===== config.mk =====
export PLATFORM = sky130hd
export DESIGN_NAME = rob
export DESIGN_NICKNAME = d
export VERILOG_FILES = /design/src/core_pkg.sv /design/src/rob.sv
export SDC_FILE = /design/constraint.sdc
export NUM_CORES = 1
export LEC_CHECK = 0
export ABC_AREA = 1
export CORE_MARGIN = 1
export CORE_UTILIZATION = 45
export DETAILED_ROUTE_END_ITERATION = 8
export DONT_BUFFER_PORTS = 1
export GPL_ROUTABILITY_DRIVEN = 0
export HOLD_SLACK_MARGIN = 0.15
export PLACE_DENSITY = 0.63
export SYNTH_ARGS = -nofsm -noshare
export SYNTH_HDL_FRONTEND = slang
export SYNTH_SLANG_ARGS = --single-unit

===== constraint.sdc =====
create_clock -name clk -period 3.7 [get_ports clk]
set_clock_uncertainty 0.2 [all_clocks]
set_input_delay 0.37 -clock clk [delete_from_list [all_inputs] [get_ports clk]]
set_output_delay 0.37 -clock clk [all_outputs]
set_load 0.02 [all_outputs]

===== src/core_pkg.sv =====
//========================================
// rename core shared definitions
//========================================
package core_pkg;

	localparam int NUM_AREGS = 32;	// architectural regs
	localparam int NUM_PREGS = 64;	// physical regs

	typedef logic [$clog2(NUM_AREGS)-1:0]	areg_idx_t;
	typedef logic [$clog2(NUM_PREGS)-1:0]	preg_idx_t;
	typedef logic [63:0]					word_t;
	typedef logic [31:0]					instr_t;	// op|dest|ra|rb|imm
	typedef logic [13:0]					imm_t;		// zero-extended on use
	typedef logic [2:0]						alu_op_t;

	localparam areg_idx_t ZERO_AREG = '0;	// always reads zero
	localparam preg_idx_t ZERO_PREG = '0;	// its fixed physical reg

	//========================================
	// opcodes, unlisted codes act as add
	//========================================
	localparam alu_op_t OP_ADD  = 3'd0;
	localparam alu_op_t OP_SUB  = 3'd1;
	localparam alu_op_t OP_AND  = 3'd2;
	localparam alu_op_t OP_OR   = 3'd3;
	localparam alu_op_t OP_XOR  = 3'd4;
	localparam alu_op_t OP_ADDI = 3'd5;	// ra + imm
	localparam alu_op_t OP_LUI  = 3'd6;	// imm << LUI_SHIFT

	localparam int LUI_SHIFT = 16;

	//========================================
	// reset mapping
	//========================================
	// areg i sits in preg i, the rest start out free
	localparam int        FREE_DEPTH = NUM_PREGS - NUM_AREGS;
	localparam preg_idx_t FREE_BASE  = preg_idx_t'(NUM_AREGS);

endpackage: core_pkg


===== src/rob.sv =====
//========================================
// reorder buffer
//========================================
module rob #(
	parameter int ROB_DEPTH = 16
) (
	input  logic							clk,
	input  logic							reset_i,
	input  logic							dispatch_i,
	input  core_pkg::areg_idx_t				dest_areg_i,
	input  core_pkg::preg_idx_t				new_preg_i,		// tnew
	input  core_pkg::preg_idx_t				old_preg_i,		// told
	input  logic							done_i,
	input  logic [$clog2(ROB_DEPTH)-1:0]	done_idx_i,
	output logic [$clog2(ROB_DEPTH)-1:0]	tail_idx_o,
	output logic							full_o,
	output logic							retire_valid_o,
	output core_pkg::areg_idx_t				retire_dest_o,
	output core_pkg::preg_idx_t				retire_preg_o,	// prf port c
	output logic							free_push_o,
	output core_pkg::preg_idx_t				free_preg_o
);
	import core_pkg::*;

	localparam int IDX_W = $clog2(ROB_DEPTH);

	logic [IDX_W-1:0]		head_q;
	logic [IDX_W-1:0]		tail_q;
	logic [IDX_W:0]			count_q;
	logic [ROB_DEPTH-1:0]	done_q;
	areg_idx_t				dest_q [ROB_DEPTH];
	preg_idx_t				new_q [ROB_DEPTH];
	preg_idx_t				old_q [ROB_DEPTH];

	assign tail_idx_o     = tail_q;	// rob slot of the next dispatch
	assign full_o         = count_q == (IDX_W+1)'(ROB_DEPTH);
	assign retire_valid_o = (count_q != '0) && done_q[head_q];
	assign retire_dest_o  = dest_q[head_q];
	assign retire_preg_o  = new_q[head_q];
	assign free_preg_o    = old_q[head_q];
	// areg zero never took a preg, nothing to give back
	assign free_push_o    = retire_valid_o && (dest_q[head_q] != ZERO_AREG);

	always_ff @(posedge clk) begin
		if (reset_i) begin
			head_q  <= '0;
			tail_q  <= '0;
			count_q <= '0;
			done_q  <= '0;
		end else begin
			if (done_i) done_q[done_idx_i] <= 1'b1;	// alu writeback
			if (dispatch_i) begin
				done_q[tail_q] <= 1'b0;
				tail_q         <= tail_q + 1'b1;
			end
			if (retire_valid_o) head_q <= head_q + 1'b1;	// one per cycle
			case ({dispatch_i, retire_valid_o})
				2'b10:   count_q <= count_q + 1'b1;
				2'b01:   count_q <= count_q - 1'b1;
				default: ;
			endcase
		end
	end

	always_ff @(posedge clk) begin
		if (dispatch_i) begin
			dest_q[tail_q] <= dest_areg_i;
			new_q[tail_q]  <= new_preg_i;
			old_q[tail_q]  <= old_preg_i;
		end
	end

	// top level stall must cover a full buffer
	a_no_dispatch_full: assert property (@(posedge clk) disable iff (reset_i)
		dispatch_i |-> !full_o);

endmodule: rob


==> flow_summary.ini <==
[status]
status = complete, no violations

[worst_setup_path]
crit_chain = buf_4 -> nand2_1 -> nand2_1 -> nand2_1 -> nand3_1 -> nand3_1 -> nand2_1 -> nor2_1 -> nand3_1 -> nand2_1 -> inv_1
arrival_ns = 2.87
path_buf_inv = 2
crit_type = register to output pin
worstReg2RegStart = head_q[0]$_SDFFE_PP0N_
crit_path_start_kind = register
crit_family = simple AND/OR/NAND/NOR gates
path_max_fanout = 61
slowest_stage = dfxtp_4
critPathCaptureType = output pin
crit_required_ns = 3.13
crit_top_cell = nand2_1
max_stage_delay_ns = 0.67

[synthesis]
synth_top_area_share_pct = 65.4
ys_seq_elements = 305
mappedNetlistNets = 1080
synthCells = 1046
synth_cell_type_count = 35
postSynthAreaPerCell_um2 = 11.9
yosys.area.top_type = edfxtp_1
synth_seq_area_share_pct = 70.7
syn_area_um2 = 12500
synth_area_leaders = edfxtp_1, dfxtp_1, nor2_1
ys_warn_count = 0

[power]
leakage_nw = 5.00
peakVddDrop_v = 0.000376
power_density_nw_per_um2 = 595

[finish]
nNetsFinal = 1116
final_common_cell = edfxtp_1
mostFrequentLayoutCells = edfxtp_1, nor2_1, nand2_1, o21ai_0, nand3_1
antenna_cells = 0
drive_above_1_share_pct = 9.25
areaGrowthSynthToFinish_pct = 13.6

[sta]
fin_crit_ns = 3.44
slew_headroom_pct = 43.3
setup_violations = 0
finalCritPeriodShare_pct = 92.9
timing.final.ws_setup_ns = 0.262
timing.setup.tns_ns = 0
max_freq_mhz = 291
hold_violations = 0
slew_violations = 0
worstMarginPinSlew_ns = 0.850
rsz0062_at_grt = false

[floorplan]
core_area_um2 = 27100
core.rowCount = 60
io_pins = 49
die_area_um2 = 28400
die_w_um = 169
fp.dieH_um = 169
initial_core_util_pct = 46.1

[grt]
grt_pass1_wl_um = 45500
grt.busiest_layer = met2
grt_usage_pct = 21.0
met2_usage_pct = 33.6
grt_antenna_before_repair = 0
met1_usage_pct = 29.8
grt_max_degree = 74
use_met3_pct = 2.74
gr-total-overflow = 0
grt_pass1_vias = 7908

[clocking]
cts.clk_slew.worst_paths_ns = 0.06
clock_latency_ns = 0.54
clockRootBuffer = clkbuf_16
h-tree-depth = 1
cts.path.max_buffers = 3
cts.sinks = 305
post_cts_buffers = 0
cts_tree = done
cts_buffers = 29

[placed_design]
numPortBuffers = 0
place_ws_ns = 0.751
hpwl_um = 16400

[hold_path]
worstHoldPathType = register to register
holdCritStartpoint = done_q[0]$_SDFF_PP0_

[routing]
firstDrtPassIters = 6
viasPerCell = 5.52
drtIter0Drc = 697
route.detailed.drc = 0
drtAntennaViolNets = 0
wire_per_inst_um = 19.8
num_vias = 8141
routed_wl_um = 29200

[flow_run]
drv_cap = 0
## state kept, by name, indices dropped and copies added, names as in the netlist, named ones only
register    cells
old_q          96
dest_q         80
count_q         5
tail_idx_o      4
new_q          96
head_q          4
done_q         16
## path summary, 6_finish.rpt
| kind | end | slack (ns) | cells after the start |
|---|---|---|---|
| setup reg to reg | count_q[4]$_SDFFE_PP0P_ | 0.76 | 15 |
| setup / recovery | free_push_o | 0.26 | 11 |
| hold reg to reg | done_q[0]$_SDFF_PP0_ | 0.29 | 2 |
| hold / removal | done_q[0]$_SDFF_PP0_ | 0.29 | 2 |
## layout make-up
| cell class | instances | area (µm²) |
|---|---|---|
| clock buffers | 39 | 823 |
| clock inverters | 13 | 141 |
| fillers | 2324 | 12900 |
| inverters | 69 | 267 |
| multi-input cells | 615 | 3100 |
| flip-flops and latches | 305 | 8830 |
| well taps | 372 | 465 |
| repair buffers | 62 | 556 |
## worst register-to-register path: cells and delay by family, from the launching register on
kind	cells	cell delay (ns)
AOI/OAI and AO/OA	4	0.65
DFF	1	0.58
and+or+nand+nor	7	0.57
adders and majority gates	2	0.43
buffers and inverters	1	0.23
xor gates and xnor gates	1	0.18
## cells by family (layout without fill, tap and decap cells)
logic type | after synthesis | count (layout) | synth area share, %
flip-flops | 305 | 305 | 70.7
AO/OA/AOI/OAI | 212 | 212 | 10.4
XOR/XNOR | 7 | 7 | 0.491
AND/OR/NAND/NOR | 387 | 387 | 12.7
adder cells (fa/ha/maj) | 9 | 9 | 0.902
buffers and inverters | 126 | 183 | 4.82
## synthesized netlist by cell type (all sizes together)
cell type	instances
edfxtp	272
nor2	154
nand2	137
o21ai	116
nand3	74
inv	67
o221ai	39
buf	34
dfxtp	33
a21oi	23
clkbuf	23
nor3	21
o211ai	17
ha	9
o22ai	9
xor2	6
a31oi	3
clkinv	2
o21bai	2
a211oi	1
a21o	1
nand3b	1
o21a	1
xnor2	1
## power breakdown
group	leakage, nW	switching [mW]	internal, mW
Clock	0.474	1.22	1.76
Combinational	1.80	1.08	0.454
Sequential	2.73	0.0939	3.83
## metrics by stage
step	hold WS, ns	power (mW)	area (µm²)	utilization [%]	cells
global route	0.311	8.78	14200	52.3	1475
CTS	0.289	8.48	14200	52.3	1475
global placement	0.245	5.45	12900	47.6	1392
finish	0.288	8.43	14200	52.3	1475
detailed placement	0.248	5.47	12900	47.6	1392
floorplan	0.244	5.11	12500	-	1046
## what timing repair did
item	CTS	global route
gates resized for setup	0	0
hold endpoints to repair	327	0
hold buffers	31	0
## metal layers
metal  up-vias  share of wire [%]
li1       3827                  -
met5         -                  0
met4         0                2.6
met1      4000                 45
met3        52                5.9
met2       262                 47
Power figures use the tool's default switching activity.
