[config.mk]
export PLATFORM = sky130hd
export DESIGN_NAME = fu_alu
export DESIGN_NICKNAME = d
export VERILOG_FILES = /design/src/core_pkg.sv /design/src/fu_alu.sv
export SDC_FILE = /design/constraint.sdc
export NUM_CORES = 1
export LEC_CHECK = 0
export BUFFER_PORTS_ARGS = -buffer_cell sky130_fd_sc_hd__buf_2
export CORE_MARGIN = 4
export CORE_UTILIZATION = 50
export CTS_CLUSTER_SIZE = 14
export DETAILED_ROUTE_END_ITERATION = 6
export HOLD_SLACK_MARGIN = 0.06
export PLACE_DENSITY = 0.72
export SLEW_MARGIN = 5
export SYNTH_ARGS = -nofsm -noshare
export SYNTH_HDL_FRONTEND = slang
export SYNTH_SLANG_ARGS = --single-unit
[constraint.sdc]
create_clock -name clk -period 10.4 [get_ports clk]
set_input_delay 2.6 -clock clk [delete_from_list [all_inputs] [get_ports clk]]
set_output_delay 2.6 -clock clk [all_outputs]
set_load 0.01 [all_outputs]
[src/core_pkg.sv]
//========================================
// rename core shared definitions
//========================================
package core_pkg;

	localparam int NUM_AREGS = 32;	// architectural regs
	localparam int NUM_PREGS = 64;	// physical regs

	typedef logic [$clog2(NUM_AREGS)-1:0]	areg_idx_t;
	typedef logic [$clog2(NUM_PREGS)-1:0]	preg_idx_t;
	typedef logic [63:0]					word_t;
	typedef logic [31:0]					instr_t;	// op|dest|ra|rb|imm
	typedef logic [13:0]					imm_t;		// zero-extended on use
	typedef logic [2:0]						alu_op_t;

	localparam areg_idx_t ZERO_AREG = '0;	// always reads zero
	localparam preg_idx_t ZERO_PREG = '0;	// its fixed physical reg

	//========================================
	// opcodes, unlisted codes act as add
	//========================================
	localparam alu_op_t OP_ADD  = 3'd0;
	localparam alu_op_t OP_SUB  = 3'd1;
	localparam alu_op_t OP_AND  = 3'd2;
	localparam alu_op_t OP_OR   = 3'd3;
	localparam alu_op_t OP_XOR  = 3'd4;
	localparam alu_op_t OP_ADDI = 3'd5;	// ra + imm
	localparam alu_op_t OP_LUI  = 3'd6;	// imm << LUI_SHIFT

	localparam int LUI_SHIFT = 16;

	//========================================
	// reset mapping
	//========================================
	// areg i sits in preg i, the rest start out free
	localparam int        FREE_DEPTH = NUM_PREGS - NUM_AREGS;
	localparam preg_idx_t FREE_BASE  = preg_idx_t'(NUM_AREGS);

endpackage: core_pkg

[src/fu_alu.sv]
//========================================
// two stage integer alu
//========================================
module fu_alu #(
	parameter int ROB_DEPTH = 16
) (
	input  logic							clk,
	input  logic							reset_i,
	input  logic							iss_valid_i,
	input  core_pkg::alu_op_t				iss_op_i,
	input  core_pkg::imm_t					iss_imm_i,
	input  core_pkg::word_t					opa_value_i,
	input  core_pkg::word_t					opb_value_i,
	input  core_pkg::preg_idx_t				iss_dest_i,
	input  logic [$clog2(ROB_DEPTH)-1:0]	iss_rob_idx_i,
	output logic							cdb_valid_o,	// also prf wr_en and done
	output core_pkg::preg_idx_t				cdb_tag_o,
	output core_pkg::word_t					cdb_value_o,
	output logic [$clog2(ROB_DEPTH)-1:0]	done_idx_o
);
	import core_pkg::*;

	localparam int ROB_W = $clog2(ROB_DEPTH);

	logic				s1_valid_q;
	alu_op_t			s1_op_q;
	imm_t				s1_imm_q;
	word_t				s1_a_q;
	word_t				s1_b_q;
	preg_idx_t			s1_dest_q;
	logic [ROB_W-1:0]	s1_rob_q;
	word_t				imm_ext;
	word_t				result;

	assign imm_ext = word_t'(s1_imm_q);	// zero extend

	always_comb begin
		case (s1_op_q)
			OP_SUB:  result = s1_a_q - s1_b_q;
			OP_AND:  result = s1_a_q & s1_b_q;
			OP_OR:   result = s1_a_q | s1_b_q;
			OP_XOR:  result = s1_a_q ^ s1_b_q;
			OP_ADDI: result = s1_a_q + imm_ext;
			OP_LUI:  result = imm_ext << LUI_SHIFT;
			default: result = s1_a_q + s1_b_q;	// OP_ADD and spare codes
		endcase
	end

	always_ff @(posedge clk) begin
		if (reset_i) begin
			s1_valid_q  <= 1'b0;
			cdb_valid_o <= 1'b0;
		end else begin
			s1_valid_q  <= iss_valid_i;	// stage 1, capture at issue
			cdb_valid_o <= s1_valid_q;	// stage 2, broadcast
		end
	end

	always_ff @(posedge clk) begin
		s1_op_q     <= iss_op_i;
		s1_imm_q    <= iss_imm_i;
		s1_a_q      <= opa_value_i;
		s1_b_q      <= opb_value_i;
		s1_dest_q   <= iss_dest_i;
		s1_rob_q    <= iss_rob_idx_i;
		cdb_tag_o   <= s1_dest_q;
		cdb_value_o <= result;
		done_idx_o  <= s1_rob_q;
	end

endmodule: fu_alu

==> impl_metrics.yaml <==
outcome:
  status: "finished clean"
global_routing:
  grt_util_met1: 0.402
  grt_pass1_vias: 12960
  grt_pass1_wl_mm: 71.0
  use_met2: 0.440
  grt_max_degree: 69
  antenna_found_initial: 0
  grt-ovfl-total: 0
  globalRouteTotalUtil: 0.281
  grtUsageMet3: 0.0430
  grt.busiest_layer: "met2"
synthesis:
  ys_ff_latch: 231
  synth.distinct_cells: 68
  synth_xor_xnor_area_share: 0.0354
  synth_top_area_cell: "dfxtp_1"
  synth_adder_area_share: 0.178
  synth_top_family_by_area: "compound AO/OA/AOI/OAI gates"
  synth_compound_area_frac: 0.245
  synthMuxAreaShare: 0.0219
  syn_nets: 2055
  ys_top_cells_by_count: "231 x dfxtp_1, 203 x ha_1, 148 x inv_1, 130 x a21oi_1, 111 x nor2_1"
  yosysTopAreaCellShare: 0.322
  syn_inst: 1693
  yosys_warnings: 0
  synth_seq_area_share: 0.322
  synthTopCellsByArea: "dfxtp_1 32%, ha_1 18%, a21oi_1 4.5%, inv_1 3.9%, o21ai_0 3.4%"
  synth_edf_count: 0
  synth_area_um2: 14400
  synthFlopType: "dfxtp_1"
  syn_avg_cell_area_um2: 8.48
  async_flop_share: 0
  synth_most_common_cell: "dfxtp_1"
  synthSimpleGateAreaFrac: 0.136
timing:
  finalCritPeriodShare: 0.601
  rsz0062_at_grt: "no"
  fin_skew_ns: 0.0227
  final-hold-violation-count: 0
  setup_viol: 0
  final_max_slew_viol_count: 0
  fin_crit_ns: 6.25
  max_freq_mhz: 160
  slew_headroom: 0.232
  worst_slew_pin_slew_ns: 1.15
  fin_tns_setup_ns: 0
cells_and_area:
  drive_gt1_frac: 0.167
  fin_util: 0.593
  diodes: 0
  area_growth_pct: 15.9
  fin_nets: 2243
  stdcell_area_um2: 16600
clock_tree:
  numCtsBuffers: 24
  cts.sinks: 231
  cts_tree: "built"
  cts_setup_buffers: 0
  post_cts_resized: 0
  cts_root_buf: "clkbuf_16"
  ctsHtreeMaxLevel: 1
  ctsHoldBuffers: 0
  clk_pin_slew_ns: 0.07
  worst_skew_pair.late_latency_ns: 0.55
  clock_path_buffers: 3
critical_path:
  crit_chain: "buf_4, clkinv_1, buf_4, nor2_1, o21ai_0, ha_1, fa_1, a21oi_1, o21ai_0, a211oi_1, o41ai_1, o311ai_0, o211ai_1, a41oi_1, nor2_1, xnor2_1, a222oi_1"
  worst_path_max_delay_cell: "a211oi_1"
  start_kind: "flip-flop"
  end_kind: "flip-flop"
  cp_max_fo: 40
  cp.arrival_ns: 6.63
  slowest_delay_ns: 0.62
  setup.worst_path.class: "reg2reg"
  required_ns: 10.78
drt:
  avgViaCountPerCell: 6.05
  num_vias: 13775
  first_pass_iters: 5
  drt_iter0_drc: 1287
  drc: 0
  wl_mm: 46.2
  wl_per_cell_um: 20.3
  ant_nets: 0
floorplan:
  coreArea_um2: 28100
  io_pins: 233
  start_util: 0.511
  die_w_um: 177
  dieArea_um2: 31500
  row_count: 61
  die_h_um: 177
placed_design:
  placed_cell_area_um2: 15800
  portBuffers: 232
  gp_congestion: 0.956
  place_hpwl_mm: 34.1
power_and_ir_drop:
  irDropWorstVdd_uv: 143
  p_leak_nw: 7.83
  power_density_nw_per_um2: 154
flow_run:
  drv_cap: 0
hold_path:
  hold_class: "reg2reg"
where the power goes:
group | internal [mW] | switching (mW)
Combinational | 0.261 | 0.390
Clock | 0.529 | 0.359
Sequential | 0.968 | 0.0645
path summary, 6_finish.rpt:
check                                          endpoint                start  depth (start not counted)  slack (ns)
worst max-delay path            cdb_value_o[50]$_DFF_P_   s1_op_q[2]$_DFF_P_                         17        4.15
worst min-delay path              done_idx_o[1]$_DFF_P_  s1_rob_q[1]$_DFF_P_                          0        0.32
worst max register to register  cdb_value_o[50]$_DFF_P_   s1_op_q[2]$_DFF_P_                         17        4.15
worst min register to register    done_idx_o[1]$_DFF_P_  s1_rob_q[1]$_DFF_P_                          0        0.32
critical path: cells and delay by family, from the launching register on:
family          cells  cell delay [ns]
flops               1             0.31
buf+inv             3             1.43
xor+xnor            1             0.17
compound gates      9             2.99
simple gates        2             0.48
fa+ha+maj           2             0.64
routing by layer:
layer / vias up / part of all wire / wire length (um)
met5: - / 0 / 0
met4: 0 / 0.032 / 1460
met3: 90 / 0.090 / 4140
met2: 638 / 0.43 / 20000
met1: 6496 / 0.45 / 20600
li1: 6551 / - / -
cells by family (layout without fill, tap and decap cells):
kind of cell / Yosys count / in the layout
compound gates: 537 / 537
xor+xnor: 58 / 58
fa+ha+maj: 204 / 204
buf+inv: 233 / 439
flops: 231 / 231
mux: 31 / 31
simple gates: 399 / 399
placed cells by master, fill, tap and decap left out, types with 6 or more instances in the layout:
master,instances
or3_1,16
a222oi_1,24
a31oi_1,16
nor3_1,58
o21a_1,6
buf_4,13
mux2i_1,28
o21bai_1,14
a221oi_1,11
dfxtp_1,229
xor2_1,21
clkbuf_16,24
xnor2_1,37
nor2b_1,6
o221ai_1,9
nor4_1,20
a22oi_1,23
o211ai_1,17
nand4_1,21
a211oi_1,10
o21ai_0,98
a21o_1,65
nand3_1,24
a21oi_1,130
buf_2,232
o22ai_1,65
nor2_1,108
nand2_1,109
o31ai_1,6
and4_1,6
ha_1,203
inv_1,148
state kept, by name, indices dropped and copies added (netlist names):
register,count
cdb_value_o,64
s1_a_q,64
s1_b_q,64
s1_imm_q,14
cdb_tag_o,6
s1_dest_q,6
done_idx_o,4
s1_rob_q,4
s1_op_q,3
cdb_valid_o,1
s1_valid_q,1
layout make-up:
| type | instances | area (um^2) |
|---|---|---|
| clock buffers | 30 | 663 |
| clock inverters | 14 | 170 |
| fillers | 2598 | 11400 |
| inverters | 150 | 563 |
| multi-input cells | 1229 | 8890 |
| flip-flops and latches | 231 | 4630 |
| well taps | 378 | 473 |
| repair buffers | 245 | 1260 |
per-stage QoR:
step	std cells	power, mW	setup slack [ns]	hold slack (ns)
after floorplan	1693	1.45	5.66	0.310
after CTS	2277	2.58	4.25	0.327
after detailed placement	2233	1.69	4.29	0.313
after global routing	2277	2.70	3.76	0.330
after global placement	2233	1.68	4.38	0.310
final	2277	2.57	4.15	0.325
Power figures use the tool's default switching activity.
