`src/core_pkg.sv`:
```
//========================================
// rename core shared definitions
//========================================
package core_pkg;

	localparam int NUM_AREGS = 32;	// architectural regs
	localparam int NUM_PREGS = 64;	// physical regs

	typedef logic [$clog2(NUM_AREGS)-1:0]	areg_idx_t;
	typedef logic [$clog2(NUM_PREGS)-1:0]	preg_idx_t;
	typedef logic [63:0]					word_t;
	typedef logic [31:0]					instr_t;	// op|dest|ra|rb|imm
	typedef logic [13:0]					imm_t;		// zero-extended on use
	typedef logic [2:0]						alu_op_t;

	localparam areg_idx_t ZERO_AREG = '0;	// always reads zero
	localparam preg_idx_t ZERO_PREG = '0;	// its fixed physical reg

	//========================================
	// opcodes, unlisted codes act as add
	//========================================
	localparam alu_op_t OP_ADD  = 3'd0;
	localparam alu_op_t OP_SUB  = 3'd1;
	localparam alu_op_t OP_AND  = 3'd2;
	localparam alu_op_t OP_OR   = 3'd3;
	localparam alu_op_t OP_XOR  = 3'd4;
	localparam alu_op_t OP_ADDI = 3'd5;	// ra + imm
	localparam alu_op_t OP_LUI  = 3'd6;	// imm << LUI_SHIFT

	localparam int LUI_SHIFT = 16;

	//========================================
	// reset mapping
	//========================================
	// areg i sits in preg i, the rest start out free
	localparam int        FREE_DEPTH = NUM_PREGS - NUM_AREGS;
	localparam preg_idx_t FREE_BASE  = preg_idx_t'(NUM_AREGS);

endpackage: core_pkg

```
`src/rs.sv`:
```
//========================================
// reservation station
//========================================
module rs #(
	parameter int RS_DEPTH  = 8,
	parameter int ROB_DEPTH = 16
) (
	input  logic							clk,
	input  logic							reset_i,
	input  logic							dispatch_i,
	input  core_pkg::alu_op_t				op_i,
	input  core_pkg::imm_t					imm_i,
	input  core_pkg::preg_idx_t				opa_preg_i,
	input  core_pkg::preg_idx_t				opb_preg_i,
	input  logic							opa_rdy_i,
	input  logic							opb_rdy_i,
	input  core_pkg::preg_idx_t				dest_preg_i,
	input  logic [$clog2(ROB_DEPTH)-1:0]	rob_idx_i,
	input  logic							cdb_valid_i,
	input  core_pkg::preg_idx_t				cdb_tag_i,
	output logic							full_o,
	output logic							iss_valid_o,
	output core_pkg::alu_op_t				iss_op_o,
	output core_pkg::imm_t					iss_imm_o,
	output core_pkg::preg_idx_t				iss_opa_o,
	output core_pkg::preg_idx_t				iss_opb_o,
	output core_pkg::preg_idx_t				iss_dest_o,
	output logic [$clog2(ROB_DEPTH)-1:0]	iss_rob_idx_o
);
	import core_pkg::*;

	localparam int ROB_W = $clog2(ROB_DEPTH);
	localparam int SEL_W = $clog2(RS_DEPTH);

	logic [RS_DEPTH-1:0]	valid_q;
	logic [RS_DEPTH-1:0]	rdya_q;		// opa tag broadcast seen
	logic [RS_DEPTH-1:0]	rdyb_q;
	alu_op_t				op_q [RS_DEPTH];
	imm_t					imm_q [RS_DEPTH];
	preg_idx_t				opa_q [RS_DEPTH];
	preg_idx_t				opb_q [RS_DEPTH];
	preg_idx_t				dest_q [RS_DEPTH];
	logic [ROB_W-1:0]		rob_q [RS_DEPTH];
	logic [RS_DEPTH-1:0]	ready_vec;	// both operands in
	logic [SEL_W-1:0]		iss_sel;
	logic [SEL_W-1:0]		free_sel;
	logic					opa_wake;
	logic					opb_wake;
	logic					iss_src_pending;	// issued tag still owed by a waiting producer

	assign ready_vec   = valid_q & rdya_q & rdyb_q;
	assign full_o      = &valid_q;
	assign iss_valid_o = |ready_vec;

	// lowest index wins for both issue and allocation
	always_comb begin
		iss_sel  = '0;
		free_sel = '0;
		for (int i = RS_DEPTH - 1; i >= 0; i--) begin
			if (ready_vec[i]) iss_sel = SEL_W'(i);
			if (!valid_q[i]) free_sel = SEL_W'(i);
		end
	end

	assign iss_op_o      = op_q[iss_sel];
	assign iss_imm_o     = imm_q[iss_sel];
	assign iss_opa_o     = opa_q[iss_sel];	// prf read address
	assign iss_opb_o     = opb_q[iss_sel];
	assign iss_dest_o    = dest_q[iss_sel];
	assign iss_rob_idx_o = rob_q[iss_sel];

	// tag arriving on the cdb in the dispatch cycle
	assign opa_wake = cdb_valid_i && (cdb_tag_i == opa_preg_i);
	assign opb_wake = cdb_valid_i && (cdb_tag_i == opb_preg_i);

	always_ff @(posedge clk) begin
		if (reset_i) begin
			valid_q <= '0;
			rdya_q  <= '0;
			rdyb_q  <= '0;
		end else begin
			for (int i = 0; i < RS_DEPTH; i++) begin
				if (cdb_valid_i && opa_q[i] == cdb_tag_i) rdya_q[i] <= 1'b1;
				if (cdb_valid_i && opb_q[i] == cdb_tag_i) rdyb_q[i] <= 1'b1;
			end
			if (iss_valid_o) valid_q[iss_sel] <= 1'b0;	// leaves on issue
			if (dispatch_i) begin
				valid_q[free_sel] <= 1'b1;
				rdya_q[free_sel]  <= opa_rdy_i | opa_wake;
				rdyb_q[free_sel]  <= opb_rdy_i | opb_wake;
			end
		end
	end

	always_ff @(posedge clk) begin
		if (dispatch_i) begin	// payload only
			op_q[free_sel]   <= op_i;
			imm_q[free_sel]  <= imm_i;
			opa_q[free_sel]  <= opa_preg_i;
			opb_q[free_sel]  <= opb_preg_i;
			dest_q[free_sel] <= dest_preg_i;
			rob_q[free_sel]  <= rob_idx_i;
		end
	end

	// a source still to be produced by a waiting entry is not ready yet
	always_comb begin
		iss_src_pending = 1'b0;
		for (int i = 0; i < RS_DEPTH; i++) begin
			if (valid_q[i] && dest_q[i] != ZERO_PREG &&
				(dest_q[i] == iss_opa_o || dest_q[i] == iss_opb_o)) begin
				iss_src_pending = 1'b1;
			end
		end
	end

	// issued entry really has both operands
	a_issue_ready: assert property (@(posedge clk) disable iff (reset_i)
		iss_valid_o |-> !iss_src_pending);

endmodule: rs

```
`config.mk`:
```
export PLATFORM = sky130hd
export DESIGN_NAME = rs
export DESIGN_NICKNAME = d
export VERILOG_FILES = /design/src/core_pkg.sv /design/src/rs.sv
export SDC_FILE = /design/constraint.sdc
export NUM_CORES = 1
export LEC_CHECK = 0
export BUFFER_PORTS_ARGS = -buffer_cell sky130_fd_sc_hd__buf_2
export CORE_MARGIN = 4
export CORE_UTILIZATION = 50
export CTS_CLUSTER_SIZE = 10
export DETAILED_ROUTE_END_ITERATION = 7
export GPL_ROUTABILITY_DRIVEN = 0
export GPL_TIMING_DRIVEN = 0
export PLACE_DENSITY = 0.7
export SLEW_MARGIN = 0
export SYNTH_ARGS = -nofsm -noshare
export SYNTH_HDL_FRONTEND = slang
export SYNTH_SLANG_ARGS = --single-unit
```
`constraint.sdc`:
```
create_clock -name clk -period 6.25 [get_ports clk]
set_clock_uncertainty 0.05 [all_clocks]
set_input_delay 1.875 -clock clk [delete_from_list [all_inputs] [get_ports clk]]
set_output_delay 1.875 -clock clk [all_outputs]
set_load 0.01 [all_outputs]
```
==> results by group <==
Yosys
  • Avg Inst Size Synth: 13.6 µm²
  • Yosys warns: 0
  • Synthesized flop and latch total: about 340
  • Async SR Flop Fraction: 0%
  • Synth Instances: 1072
  • Post-synth cell types: 38
  • Sequential cell area fraction in the yosys report: between 60% and 70%
  • Syn_nets: roughly 1100
  • Number of synthesized flops with an enable pin: ~310
  • Cell Area, Synth: 0.0145 mm²
  • Top_reg_cell synth: edfxtp_1

Clocking
  • Total setup buffers inserted after CTS: 0
  • Post-CTS resize count: 0
  • CTS tree: yes
  • CTS Hold Buffers Added: 0
  • H-tree levels: 2
  • CTS Sinks: about 340
  • CTS root buf: clkbuf_16
  • Clk slew on worst S/H paths: 0.05 ns
  • Clk Latency, worst-skew pair: ~0.52 ns
  • Num CTS Buffers: 40
  • Max clock buf depth: 3

Placement
  • Post-placement worst setup slack: ~2.0 ns
  • IO Port Bufs: 84
  • Placed wire-length estimate: between 20000 and 25000 µm
  • Placed cells: 1549

STA
  • Setup ws final: 1.35 ns
  • Tcrit/Tclk final: around four fifths
  • Final Critical Period: roughly 4.9 ns
  • RSZ-0062 raised after global routing: false
  • Max Clk Rate: approximately 200 MHz
  • Max-slew violation count: 0
  • Setup TNS: 0 ns
  • Rel. slew slack: a little under a third
  • Final hold violations: 0
  • Final setup fails: 0
  • Worst-margin pin slew: between 1 and 1.5 ns

Die
  • Starting Density: 50.7%
  • FP Rows: 62
  • Die Height: ~180 µm
  • Die X: approximately 180 µm
  • IO Count: ~90
  • CORE AREA: 0.0287 mm²
  • Full die area: roughly 0.032 mm²

Run
  • Maxcap violations: 0

GRT
  • Global-route wire length before repair: ~55000 µm
  • Initial antenna violation count: 1
  • Grt total ovfl: 0
  • All-Layer GR Usage: a little under a quarter
  • Vias in the first global route: between 9000 and 10000
  • Largest net degree at the start of global routing: 27

Power and ir drop
  • P_leak: between 5 and 6 nW
  • Pint: 3.76 mW
  • Pwr dens: 282 mW/mm²
  • Combinational share of power: under 10%
  • Psw: between 0.9 and 1 mW
  • Clk pwr share: a little over two fifths
  • Worst VDD drop: 235 µV
  • Sw Ratio: 20.6%
  • Sequential share of power: approximately 53%

Worst setup path
  • Worst setup endpoint: iss_opa_o[4]
  • Worst reg-to-reg path cell count: 6
  • Worst R2R End: imm_q[7][9]$_DFFE_PP_
  • CP Launch Point: valid_q[7]$_SDFF_PP0_
  • Crit-path max FO: 10
  • Critical Path Start Type: register
  • WS Path Type: register to output port
  • Worst Path Required: between 4 and 5 ns
  • Worst R2R Setup Slack: 3.60 ns
  • Arrival @ worst endpoint: about 3 ns
  • Worst setup EP type: output port
  • R2r startpoint: valid_q[6]$_SDFF_PP0_

Cells and area
  • Ratio of cells with drive above 1 in the final layout: approximately 16%
  • Final std cells w/o fill: between 1500 and 2000
  • Layout Nets: between 1000 and 1500
  • Final Core Density: between 50% and 60%
  • Area Growth Syn to Fin: 15.5%
  • Ant diodes: 0
  • FILL cells: 2271
  • Multi-input logic area: 0.00439 mm²
  • Reg area: just under 0.01 mm²

Drt
  • WL/cell: ~23 µm
  • Post-DR vias/cell: ~6
  • Drt drc: 0
  • Via Count: around 9500
  • Post-route ant nets: 0
  • Starting DRC count in detailed routing: between 900 and 1000
  • TritonRoute pass-1 iters: 5
  • DRT Wirelength: 36800 µm

Outcome
  • Status: complete, no violations

Min path
  • HP Class: register to register
==> worst max-delay path: stages (launching register included) <==
cell and delay (ns):
dfxtp_1 0.43, nand3_1 0.21, nand2_1 0.37, nor3_1 0.10, nor2_2 0.16, buf_2 0.30
buf_2 0.46, o221ai_2 0.22, buf_2 0.21
==> power groups by stage <==
stage               sequential, mW  combinational (mW)  clock [mW]
global route                  2.52               0.254        2.11
detailed placement            2.56               0.234           0
finish                        2.52               0.235        1.98
floorplan                     2.56               0.120           0
global placement              2.57               0.215           0
CTS                           2.52               0.235        2.01
==> how the worst min path moves through the flow <==
| stage | startpoint | endpoint | cells after the start |
|---|---|---|---|
| 6_report | rdya_q[7]$_SDFF_PP0_ | rdya_q[7]$_SDFF_PP0_ | 2 |
| 5_1_grt | rdya_q[6]$_SDFF_PP0_ | rdya_q[6]$_SDFF_PP0_ | 2 |
| 4_1_cts | rdya_q[7]$_SDFF_PP0_ | rdya_q[7]$_SDFF_PP0_ | 2 |
| 3_5_place_dp | rdya_q[2]$_SDFF_PP0_ | rdya_q[2]$_SDFF_PP0_ | 2 |
| 3_3_place_gp | rdya_q[2]$_SDFF_PP0_ | rdya_q[2]$_SDFF_PP0_ | 2 |
| 2_1_floorplan | valid_q[2]$_SDFF_PP0_ | valid_q[2]$_SDFF_PP0_ | 2 |
==> state kept, by name, indices dropped and copies added, names as in the netlist <==
signal and cells:
dest_q 48, valid_q 8, op_q 24, imm_q 112
opa_q 48, rob_q 32, opb_q 48, rdya_q 8
rdyb_q 8
==> cell usage after synthesis (all sizes together), types with 2 or more instances <==
| master | n | area (µm²) |
|---|---|---|
| and3 | 2 | 12.5 |
| o21a | 2 | 15.0 |
| and2 | 3 | 18.8 |
| nor3 | 10 | 50.1 |
| xor2 | 58 | 508 |
| o211ai | 41 | 313 |
| inv | 3 | 11.3 |
| mux2i | 78 | 781 |
| clkbuf | 37 | 139 |
| xnor2 | 50 | 438 |
| dfxtp | 24 | 480 |
| nor2 | 18 | 70.1 |
| nand4 | 20 | 125 |
| o221ai | 39 | 404 |
| nand3 | 130 | 651 |
| o21ai | 3 | 15.0 |
| o22ai | 14 | 87.6 |
| buf | 36 | 220 |
| nor4 | 16 | 100 |
| edfxtp | 312 | 9370 |
| a41o | 2 | 20.0 |
| nand2 | 143 | 537 |
| a21oi | 23 | 119 |
==> stage by stage <==
stage / hold slack (ns) / total power [mW] / cell area [µm²]
floorplan: 0.444 / 2.68 / 14500
global placement: 0.469 / 2.78 / 15400
detailed placement: 0.472 / 2.80 / 15700
CTS: 0.480 / 4.76 / 16800
global route: 0.527 / 4.88 / 16800
finish: 0.487 / 4.73 / 16800
==> logic make-up (layout without fill, tap and decap cells) <==
| family | count (synthesis) | in the layout | share of synthesized area [%] |
|---|---|---|---|
| AO/OA/AOI/OAI | 128 | 128 | 6.92 |
| XOR/XNOR | 108 | 108 | 6.50 |
| AND/OR/NAND/NOR | 346 | 346 | 11.0 |
| buffers and inverters | 76 | 228 | 2.55 |
| multiplexers | 78 | 78 | 5.37 |
| flip-flops | 336 | 336 | 67.7 |
==> routing by layer <==
metal  GRT usage (%)  vias to the layer above  share of wire (%)
li1                -                     4331                  -
met1            31.7                     4658                 41
met2            37.8                      442                 48
met3            3.43                       70                7.9
met4            8.19                        2                3.1
met5               0                        -              0.019
==> area by class of cell <==
type / count / share of cell area, %
tap: 384 / 2.86
inverter: 3 / 0.0670
timing repair buffer: 93 / 3.67
buffer: 73 / 2.14
clock buffer: 56 / 6.32
multi-input combinational: 660 / 26.1
sequential: 336 / 58.6
clock inverter: 3 / 0.201
==> layout by cell type, fill, tap and decap left out, types with 2 or more instances in the layout <==
cell       count
edfxtp_1     312
nand2_1      143
nand3_1      130
buf_2        104
mux2i_1       78
xor2_1        58
clkbuf_1      53
xnor2_1       50
o211ai_1      40
clkbuf_16     40
o221ai_1      29
dfxtp_1       24
a21oi_1       22
nand4_1       20
nor4_1        16
o22ai_1       14
buf_4         12
nor3_1        10
o221ai_2      10
nor2_1         9
nor2_4         8
buf_12         7
inv_1          3
o21ai_1        3
and2_1         3
o21a_1         2
a41o_1         2
and3_1         2
buf_6          2
buf_1          2
inv_6          2
buf_16         2
No activity file was read; power rests on OpenSTA's default activity.
