<file path="src/core_pkg.sv">
//========================================
// rename core shared definitions
//========================================
package core_pkg;

	localparam int NUM_AREGS = 32;	// architectural regs
	localparam int NUM_PREGS = 64;	// physical regs

	typedef logic [$clog2(NUM_AREGS)-1:0]	areg_idx_t;
	typedef logic [$clog2(NUM_PREGS)-1:0]	preg_idx_t;
	typedef logic [63:0]					word_t;
	typedef logic [31:0]					instr_t;	// op|dest|ra|rb|imm
	typedef logic [13:0]					imm_t;		// zero-extended on use
	typedef logic [2:0]						alu_op_t;

	localparam areg_idx_t ZERO_AREG = '0;	// always reads zero
	localparam preg_idx_t ZERO_PREG = '0;	// its fixed physical reg

	//========================================
	// opcodes, unlisted codes act as add
	//========================================
	localparam alu_op_t OP_ADD  = 3'd0;
	localparam alu_op_t OP_SUB  = 3'd1;
	localparam alu_op_t OP_AND  = 3'd2;
	localparam alu_op_t OP_OR   = 3'd3;
	localparam alu_op_t OP_XOR  = 3'd4;
	localparam alu_op_t OP_ADDI = 3'd5;	// ra + imm
	localparam alu_op_t OP_LUI  = 3'd6;	// imm << LUI_SHIFT

	localparam int LUI_SHIFT = 16;

	//========================================
	// reset mapping
	//========================================
	// areg i sits in preg i, the rest start out free
	localparam int        FREE_DEPTH = NUM_PREGS - NUM_AREGS;
	localparam preg_idx_t FREE_BASE  = preg_idx_t'(NUM_AREGS);

endpackage: core_pkg

</file>
<file path="src/free_list.sv">
//========================================
// physical register free list
//========================================
module free_list (
	input  logic					clk,
	input  logic					reset_i,
	input  logic					pop_i,			// rename takes one
	input  logic					push_i,			// retire returns one
	input  core_pkg::preg_idx_t		push_preg_i,
	output logic					free_valid_o,
	output core_pkg::preg_idx_t		free_preg_o
);
	import core_pkg::*;

	localparam int PTR_W = $clog2(FREE_DEPTH);

	preg_idx_t			fifo_q [FREE_DEPTH];
	logic [PTR_W-1:0]	head_q;
	logic [PTR_W-1:0]	tail_q;
	logic [PTR_W:0]		count_q;

	assign free_valid_o = count_q != '0;
	assign free_preg_o  = fifo_q[head_q];	// next preg to hand out

	always_ff @(posedge clk) begin
		if (reset_i) begin
			for (int i = 0; i < FREE_DEPTH; i++) begin
				fifo_q[i] <= FREE_BASE + preg_idx_t'(i);	// pregs 32..63
			end
			head_q  <= '0;
			tail_q  <= '0;	// wrapped, queue starts full
			count_q <= (PTR_W+1)'(FREE_DEPTH);
		end else begin
			if (push_i) begin
				fifo_q[tail_q] <= push_preg_i;
				tail_q         <= tail_q + 1'b1;
			end
			if (pop_i) head_q <= head_q + 1'b1;
			case ({push_i, pop_i})
				2'b10:   count_q <= count_q + 1'b1;
				2'b01:   count_q <= count_q - 1'b1;
				default: ;	// both or neither
			endcase
		end
	end

	// dispatch has to stall on an empty list
	a_no_pop_empty: assert property (@(posedge clk) disable iff (reset_i)
		pop_i |-> free_valid_o);

endmodule: free_list

</file>
<file path="config.mk">
export PLATFORM = sky130hd
export DESIGN_NAME = free_list
export DESIGN_NICKNAME = d
export VERILOG_FILES = /design/src/core_pkg.sv /design/src/free_list.sv
export SDC_FILE = /design/constraint.sdc
export NUM_CORES = 1
export LEC_CHECK = 0
export BUFFER_PORTS_ARGS = -buffer_cell sky130_fd_sc_hd__buf_2
export CORE_MARGIN = 1.5
export CORE_UTILIZATION = 59
export CTS_BUF_LIST = sky130_fd_sc_hd__clkbuf_4 sky130_fd_sc_hd__clkbuf_8
export DETAILED_ROUTE_END_ITERATION = 7
export HOLD_SLACK_MARGIN = 0.05
export PLACE_DENSITY = 0.84
export SYNTH_ARGS = -nofsm -noshare
export SYNTH_HDL_FRONTEND = slang
export SYNTH_SLANG_ARGS = --single-unit
export TNS_END_PERCENT = 5
</file>
<file path="constraint.sdc">
create_clock -name clk -period 2 [get_ports clk]
set_input_delay 0.1 -clock clk [delete_from_list [all_inputs] [get_ports clk]]
set_output_delay 0.1 -clock clk [all_outputs]
set_load 0.01 [all_outputs]
</file>
==> run metrics, run 1 <==
part of the cycle the worst path needs 128%; Design Area, Final ~11000 sq um; Most common cell on crit path buf_12; CTS sink count around 210; NetSw 2.30 mW; Ant. Diodes 0; unrepaired setup endpoints after global routing yes; Slew Viols, Final 0; Area Overhead vs Synth 13.6%; port buffer count 16; Placed Instances roughly 1000; fmax between 300 and 400 MHz; Nets 840; Seq cells post-synth between 200 and 250; syn_nets between 800 and 900; clock transition at the registers of the reported paths 0.06 ns; Slowest cell on crit path mux4_2; Syn Area/Cell between 10 and 15 sq um; Reg power frac 50.7%; Hold Path Class input pin to register; CP top delay family multiplexers; Final ANT Viol Nets 0; largest net degree at the start of global routing approximately 50; first-pass GRT wire length about 37000 um; share of layout cells above drive strength 1 between 20% and 30%; sequence of cells on the critical path buf_12 -> buf_16 -> buf_12 -> mux4_2 -> a221oi_2 -> nand3_1 -> buf_2; Rel. slew slack a little over half; Seq/Total Area, Yosys about three fifths; die height ~130 um; Die Span X 134 um; total number of vias ~6700; DP Area 10500 sq um; Non-Filler Instances 1068; failing checks setup timing; global placer's final weighted congestion ~0.95; highest-count cells in the layout ignoring fill and taps edfxtp_1, nand2_1, or3_1; number of global-route vias before repair around 6600; clk root buf clkbuf_8; Netlist cell types 52; Crit path required time roughly 1.9 ns; top cell type's share of synthesized area a little under three fifths; worst slack at placement -0.218 ns; DP HPWL roughly 15000 um; num rows between 40 and 50; Post-Syn Area slightly above 10000 sq um; die area about 18000 sq um; min Tclk post-route around 2.6 ns; Avg Vias per Cell approximately 6.3; ranking of synthesized cells by area edfxtp_1, mux2i_1, dfxtp_1, or3_1, mux4_2; DR DRC count 0; Mapped Cells 790; GRT Overall Usage 27.3%; maximum vdd drop 0.613 mV; initial drt markers 989; EDFF count, synth roughly 190; CTS HTree Levels 2; Critical Path Fanout Max 6; clk_lat worst skew 0.52 ns; CP Buf/Inv Count 4; Routed WL approximately 24000 um; leading cell type in the layout, fill and taps excluded edfxtp_1; yosys warns 0; Critical Path End Type output port; final core area utilization 68.9%; # setup viols final 6; clock skew ~0.025 ns; total power roughly 9.9 mW; initial antenna violation count 0; CTS Buffer Depth 3; Core ar. ~17000 sq um; Most used DFF post-synth edfxtp_1; Final WS setup -0.562 ns; Net Sw Frac 23.2%; status finished with violations; critical path class register to output port; CTS Buf Count 35; crit path DAT approximately 2.5 ns; total grt overflow 0; Worst setup SP type register; P per Cell Area ~860 nW/um^2; Hold WS 0.152 ns; I/O pins 17; Async S/R FF share, synth 0%; Lkg Pwr 3.54 nW; Worst-Margin Slew 0.677 ns; Clock power frac 40.2%; Max-cap violations 0; combinational share of power around 9.2%; final hold violations 0; WL per Instance roughly 22 um; Starting Density between 60% and 70%; CTS tree yes; area leader, netlist edfxtp_1; max incr delay on CP roughly 0.55 ns; Setup Total Neg Slack -3.06 ns; DRT Pass-1 Iters 6; Pint 7.61 mW
## power groups by stage
stage          clock (mW)  combinational (mW)  sequential, mW
2_1_floorplan           0               0.609            5.06
3_3_place_gp            0               0.786            5.10
3_5_place_dp            0               0.823            5.11
4_1_cts              4.01               0.888            5.01
5_1_grt              4.21               0.966            5.03
6_report             3.98               0.907            5.02
## flip-flops by register name (all words and copies together), names as in the netlist, named ones only
name and cells:
count_q 6, fifo_q 192, head_q 5, tail_q 5
## Yosys cell counts (12+ instances only)
| master | instances |
|---|---|
| nand2_1 | 65 |
| nor2_1 | 54 |
| clkbuf_1 | 46 |
| mux4_2 | 14 |
| or3_1 | 61 |
| a22oi_1 | 12 |
| mux2i_1 | 52 |
| and2_1 | 33 |
| nand3_1 | 22 |
| edfxtp_1 | 192 |
| a21oi_1 | 16 |
| nor3_1 | 44 |
| buf_2 | 14 |
| or2_2 | 30 |
| dfxtp_1 | 21 |
## per-layer routing
layer / wire length (um) / part of all wire [%] / track usage [%]
met1: 8760 / 37 / 35.7
met2: 11500 / 49 / 43.6
met3: 2610 / 11 / 6.84
met4: 620 / 2.6 / 12.3
met5: 0 / 0 / 0
## worst min-delay path, stage by stage
cell and delay, ns:
buf_2 0.07, inv_1 0.03, buf_4 0.26, nand2_1 0.10
## final timing paths
| check | from | endpoint | slack [ns] | cells past startpoint |
|---|---|---|---|---|
| hold / removal | push_preg_i[4] | fifo_q[28][4] | 0.15 | 4 |
| setup reg to reg | tail_q[0] | fifo_q[27][0] | 0.09 | 6 |
| setup / recovery | register | free_preg_o[3] | -0.56 | 7 |
| hold reg to reg | count_q[5] | count_q[5] | 0.55 | 2 |
## timing repair
action,4_1_cts,5_1_grt
endpoints found under the setup margin,6,7
pin swaps,13,7
hold endpoints to repair,13,0
hold buffers,4,0
setup buffers,1,1
cloned,2,0
resized for setup,23,12
## area by class of cell
class / count / area, sq um
flip-flops and latches: 213 / 6190
fillers: 1072 / 5170
multi-input cells: 496 / 3590
repair buffers: 68 / 644
clock buffers: 51 / 633
well taps: 220 / 275
clock inverters: 12 / 104
inverters: 8 / 30.0
## kinds of logic after synthesis
| group | after synthesis | share of synthesized area (%) |
|---|---|---|
| flip-flops | 213 | 61.3 |
| AND/OR/NAND/NOR | 348 | 18.1 |
| AO/OA/AOI/OAI | 51 | 3.83 |
| XOR/XNOR | 12 | 1.04 |
| adder cells (fa/ha/maj) | 8 | 0.991 |
| buffers and inverters | 81 | 3.77 |
| multiplexers | 77 | 11.0 |
Power figures use the tool's default switching activity.
==> run 2: changes to the inputs <==
PLACE_DENSITY = 0.9   (was 0.84)
==> run metrics, run 2 (synthesis gave the netlist of run 1 again) <==
Reg power frac 52.6% (+1.9 points); Crit path required time 1.90 ns (about the same); Ant. Diodes 0 (unchanged); sequence of cells on the critical path buf_12 -> buf_12 -> mux4_2 -> a221oi_4 -> nand3_1 -> buf_2; DP HPWL 15600 um (+4.3%); port buffer count 16 (unchanged); CTS Buffer Depth 3 (unchanged); Core ar. 16600 sq um (unchanged); min Tclk post-route 2.51 ns (-0.0503 ns); Worst setup SP type register; Critical Path Fanout Max 12 (+6); Slowest cell on crit path mux4_2; crit path DAT 2.41 ns (-0.05 ns); critical path class register to output port; Max-cap violations 0 (unchanged); Rel. slew slack 47.3% (-7.5 points); WL per Instance 22.7 um (+3.1%); Hold Startpoint reset_i; final core area utilization 68.2% (-0.74 points); CTS HTree Levels 2 (unchanged); CTS sink count 213 (unchanged); Area Overhead vs Synth 12.4%; largest net degree at the start of global routing 46 (-6.1%); highest-count cells in the layout ignoring fill and taps edfxtp_1, nand2_1, or3_1; initial drt markers 969 (-2.0%); Clock power frac 38.1% (-2.1 points); total grt overflow 0 (unchanged); failing checks setup timing; Net Sw Frac 24.1% (+0.94 points); CTS tree yes; global placer's final weighted congestion 0.918 (-3.2%); GRT Overall Usage 27.6% (+0.27 points); DR DRC count 0 (unchanged); unrepaired setup endpoints after global routing yes; CP top delay family multiplexers; r2r setup slk 0.13 ns (+0.04 ns); NetSw 2.30 mW (+0.29%); combinational share of power 9.3% (about the same); max reg flops 192 (unchanged); fmax 398 MHz (+2.0%); Lkg Pwr 3.49 nW (-1.4%); Hold Path Class input pin to register; clock skew 0.0301 ns (+0.00487 ns); die height 134 um (unchanged); r2r startpoint tail_q[3]; I/O pins 17 (unchanged); Slew Viols, Final 0 (unchanged); share of layout cells above drive strength 1 23.2% (-0.53 points); part of the cycle the worst path needs 126% (-2.5 points); die area 17900 sq um (unchanged); total power 9.55 mW (-3.6%); top flop regs fifo_q x192, count_q x6; CP Buf/Inv Count 3 (-1); leading cell type in the layout, fill and taps excluded edfxtp_1; Starting Density 60.7% (unchanged); total number of vias 6747 (+0.39%); final hold violations 0 (unchanged); clock transition at the registers of the reported paths 0.06 ns (about the same); Nets 843 (+0.36%); number of global-route vias before repair 6599 (-0.33%); Final ANT Viol Nets 0 (unchanged); max incr delay on CP 0.55 ns (about the same); clk_lat worst skew 0.53 ns (about the same); Critical Path End Type output port; CTS Buf Count 35 (unchanged); # setup viols final 6 (unchanged); Most common cell on crit path buf_12; first-pass GRT wire length 36800 um (+0.17%); Die Span X 134 um (unchanged); num rows 47 (unchanged); Routed WL 24300 um (+3.3%); maximum vdd drop 0.554 mV (-9.6%); Avg Vias per Cell 6.31 (+0.20%); status finished with violations; Final WS setup -0.511 ns (+0.0503 ns); DRT Pass-1 Iters 6 (unchanged); Layout fillers 1071 (-0.093%); Top reg by flops fifo_q; clk root buf clkbuf_8; Pint 7.24 mW (-4.8%); P per Cell Area 841 nW/um^2 (-2.6%); initial antenna violation count 0 (unchanged); Worst-Margin Slew 0.788 ns (+0.111 ns)
==> run 2: changes by cell type in the layout (fill, tap and decap cells not counted), sizes merged <==
cell	before	now
buf	64	68
clkinv	10	13
bufinv	2	0
dlygate4sd3	4	3
clkbuf	51	49
==> run 2: power by group through the flow <==
stage	sequential, mW	combinational, mW	clock (mW)
after floorplan	5.06	0.609	0
after detailed placement	5.10	0.828	0
final	5.02	0.892	3.64
after global routing	5.03	0.945	3.80
after global placement	5.09	0.807	0
after CTS	5.01	0.868	3.66
==> run 2: worst register-to-register path, stage by stage (launching register included) <==
cell,delay (ns)
dfxtp_1,0.42
or3b_1,0.45
or3_4,0.45
nand2b_1,0.26
==> run 2: per-layer routing <==
metal	wire length, um	up-vias	part of all wire (%)	track usage (%)
li1	-	2978	-	-
met1	9100	3237	37	37.0
met2	11400	451	47	43.6
met3	2820	81	12	5.82
met4	951	0	3.9	12.9
met5	0	-	0	0
==> run 2: area by class of cell <==
type                    instances  area (sq um)  share of cell area, %
flip-flops and latches        213          6190                   54.6
multi-input cells             496          3580                   31.5
repair buffers                 71           612                   5.39
clock buffers                  49           606                   5.34
well taps                     220           275                   2.43
clock inverters                13          55.1                  0.485
inverters                       8          30.0                  0.265
==> run 2: path summary, 6_finish.rpt <==
check,cells past startpoint,to
worst max-delay path,6,free_preg_o[1]
worst min-delay path,3,tail_q[0]
worst max register to register,3,fifo_q[11][4]
worst min register to register,2,count_q[5]
==> run 2: metrics by stage <==
stage | setup TNS, ns | hold slack (ns) | cells | setup WS (ns) | cell area (sq um)
6_report | -2.71 | 0.0787 | 1070 | -0.511 | 11300
5_1_grt | -3.14 | 0.0867 | 1070 | -0.563 | 11300
4_1_cts | -2.71 | 0.0705 | 1070 | -0.480 | 11300
3_5_place_dp | -0.392 | 0.406 | 1002 | -0.138 | 10600
3_3_place_gp | -0.202 | 0.403 | 1002 | -0.0770 | 10600
2_1_floorplan | 0 | 0.265 | 790 | 0.0454 | 10100
==> run 2: repair_timing <==
| action | 4_1_cts | 5_1_grt |
|---|---|---|
| buffers inserted | 2 | 0 |
| endpoints found under the hold margin | 9 | 0 |
| gates cloned | 1 | 0 |
| hold buffers | 3 | 0 |
| pin swaps | 10 | 3 |
| endpoints found under the setup margin | 6 | 7 |
| resized for setup | 17 | 8 |
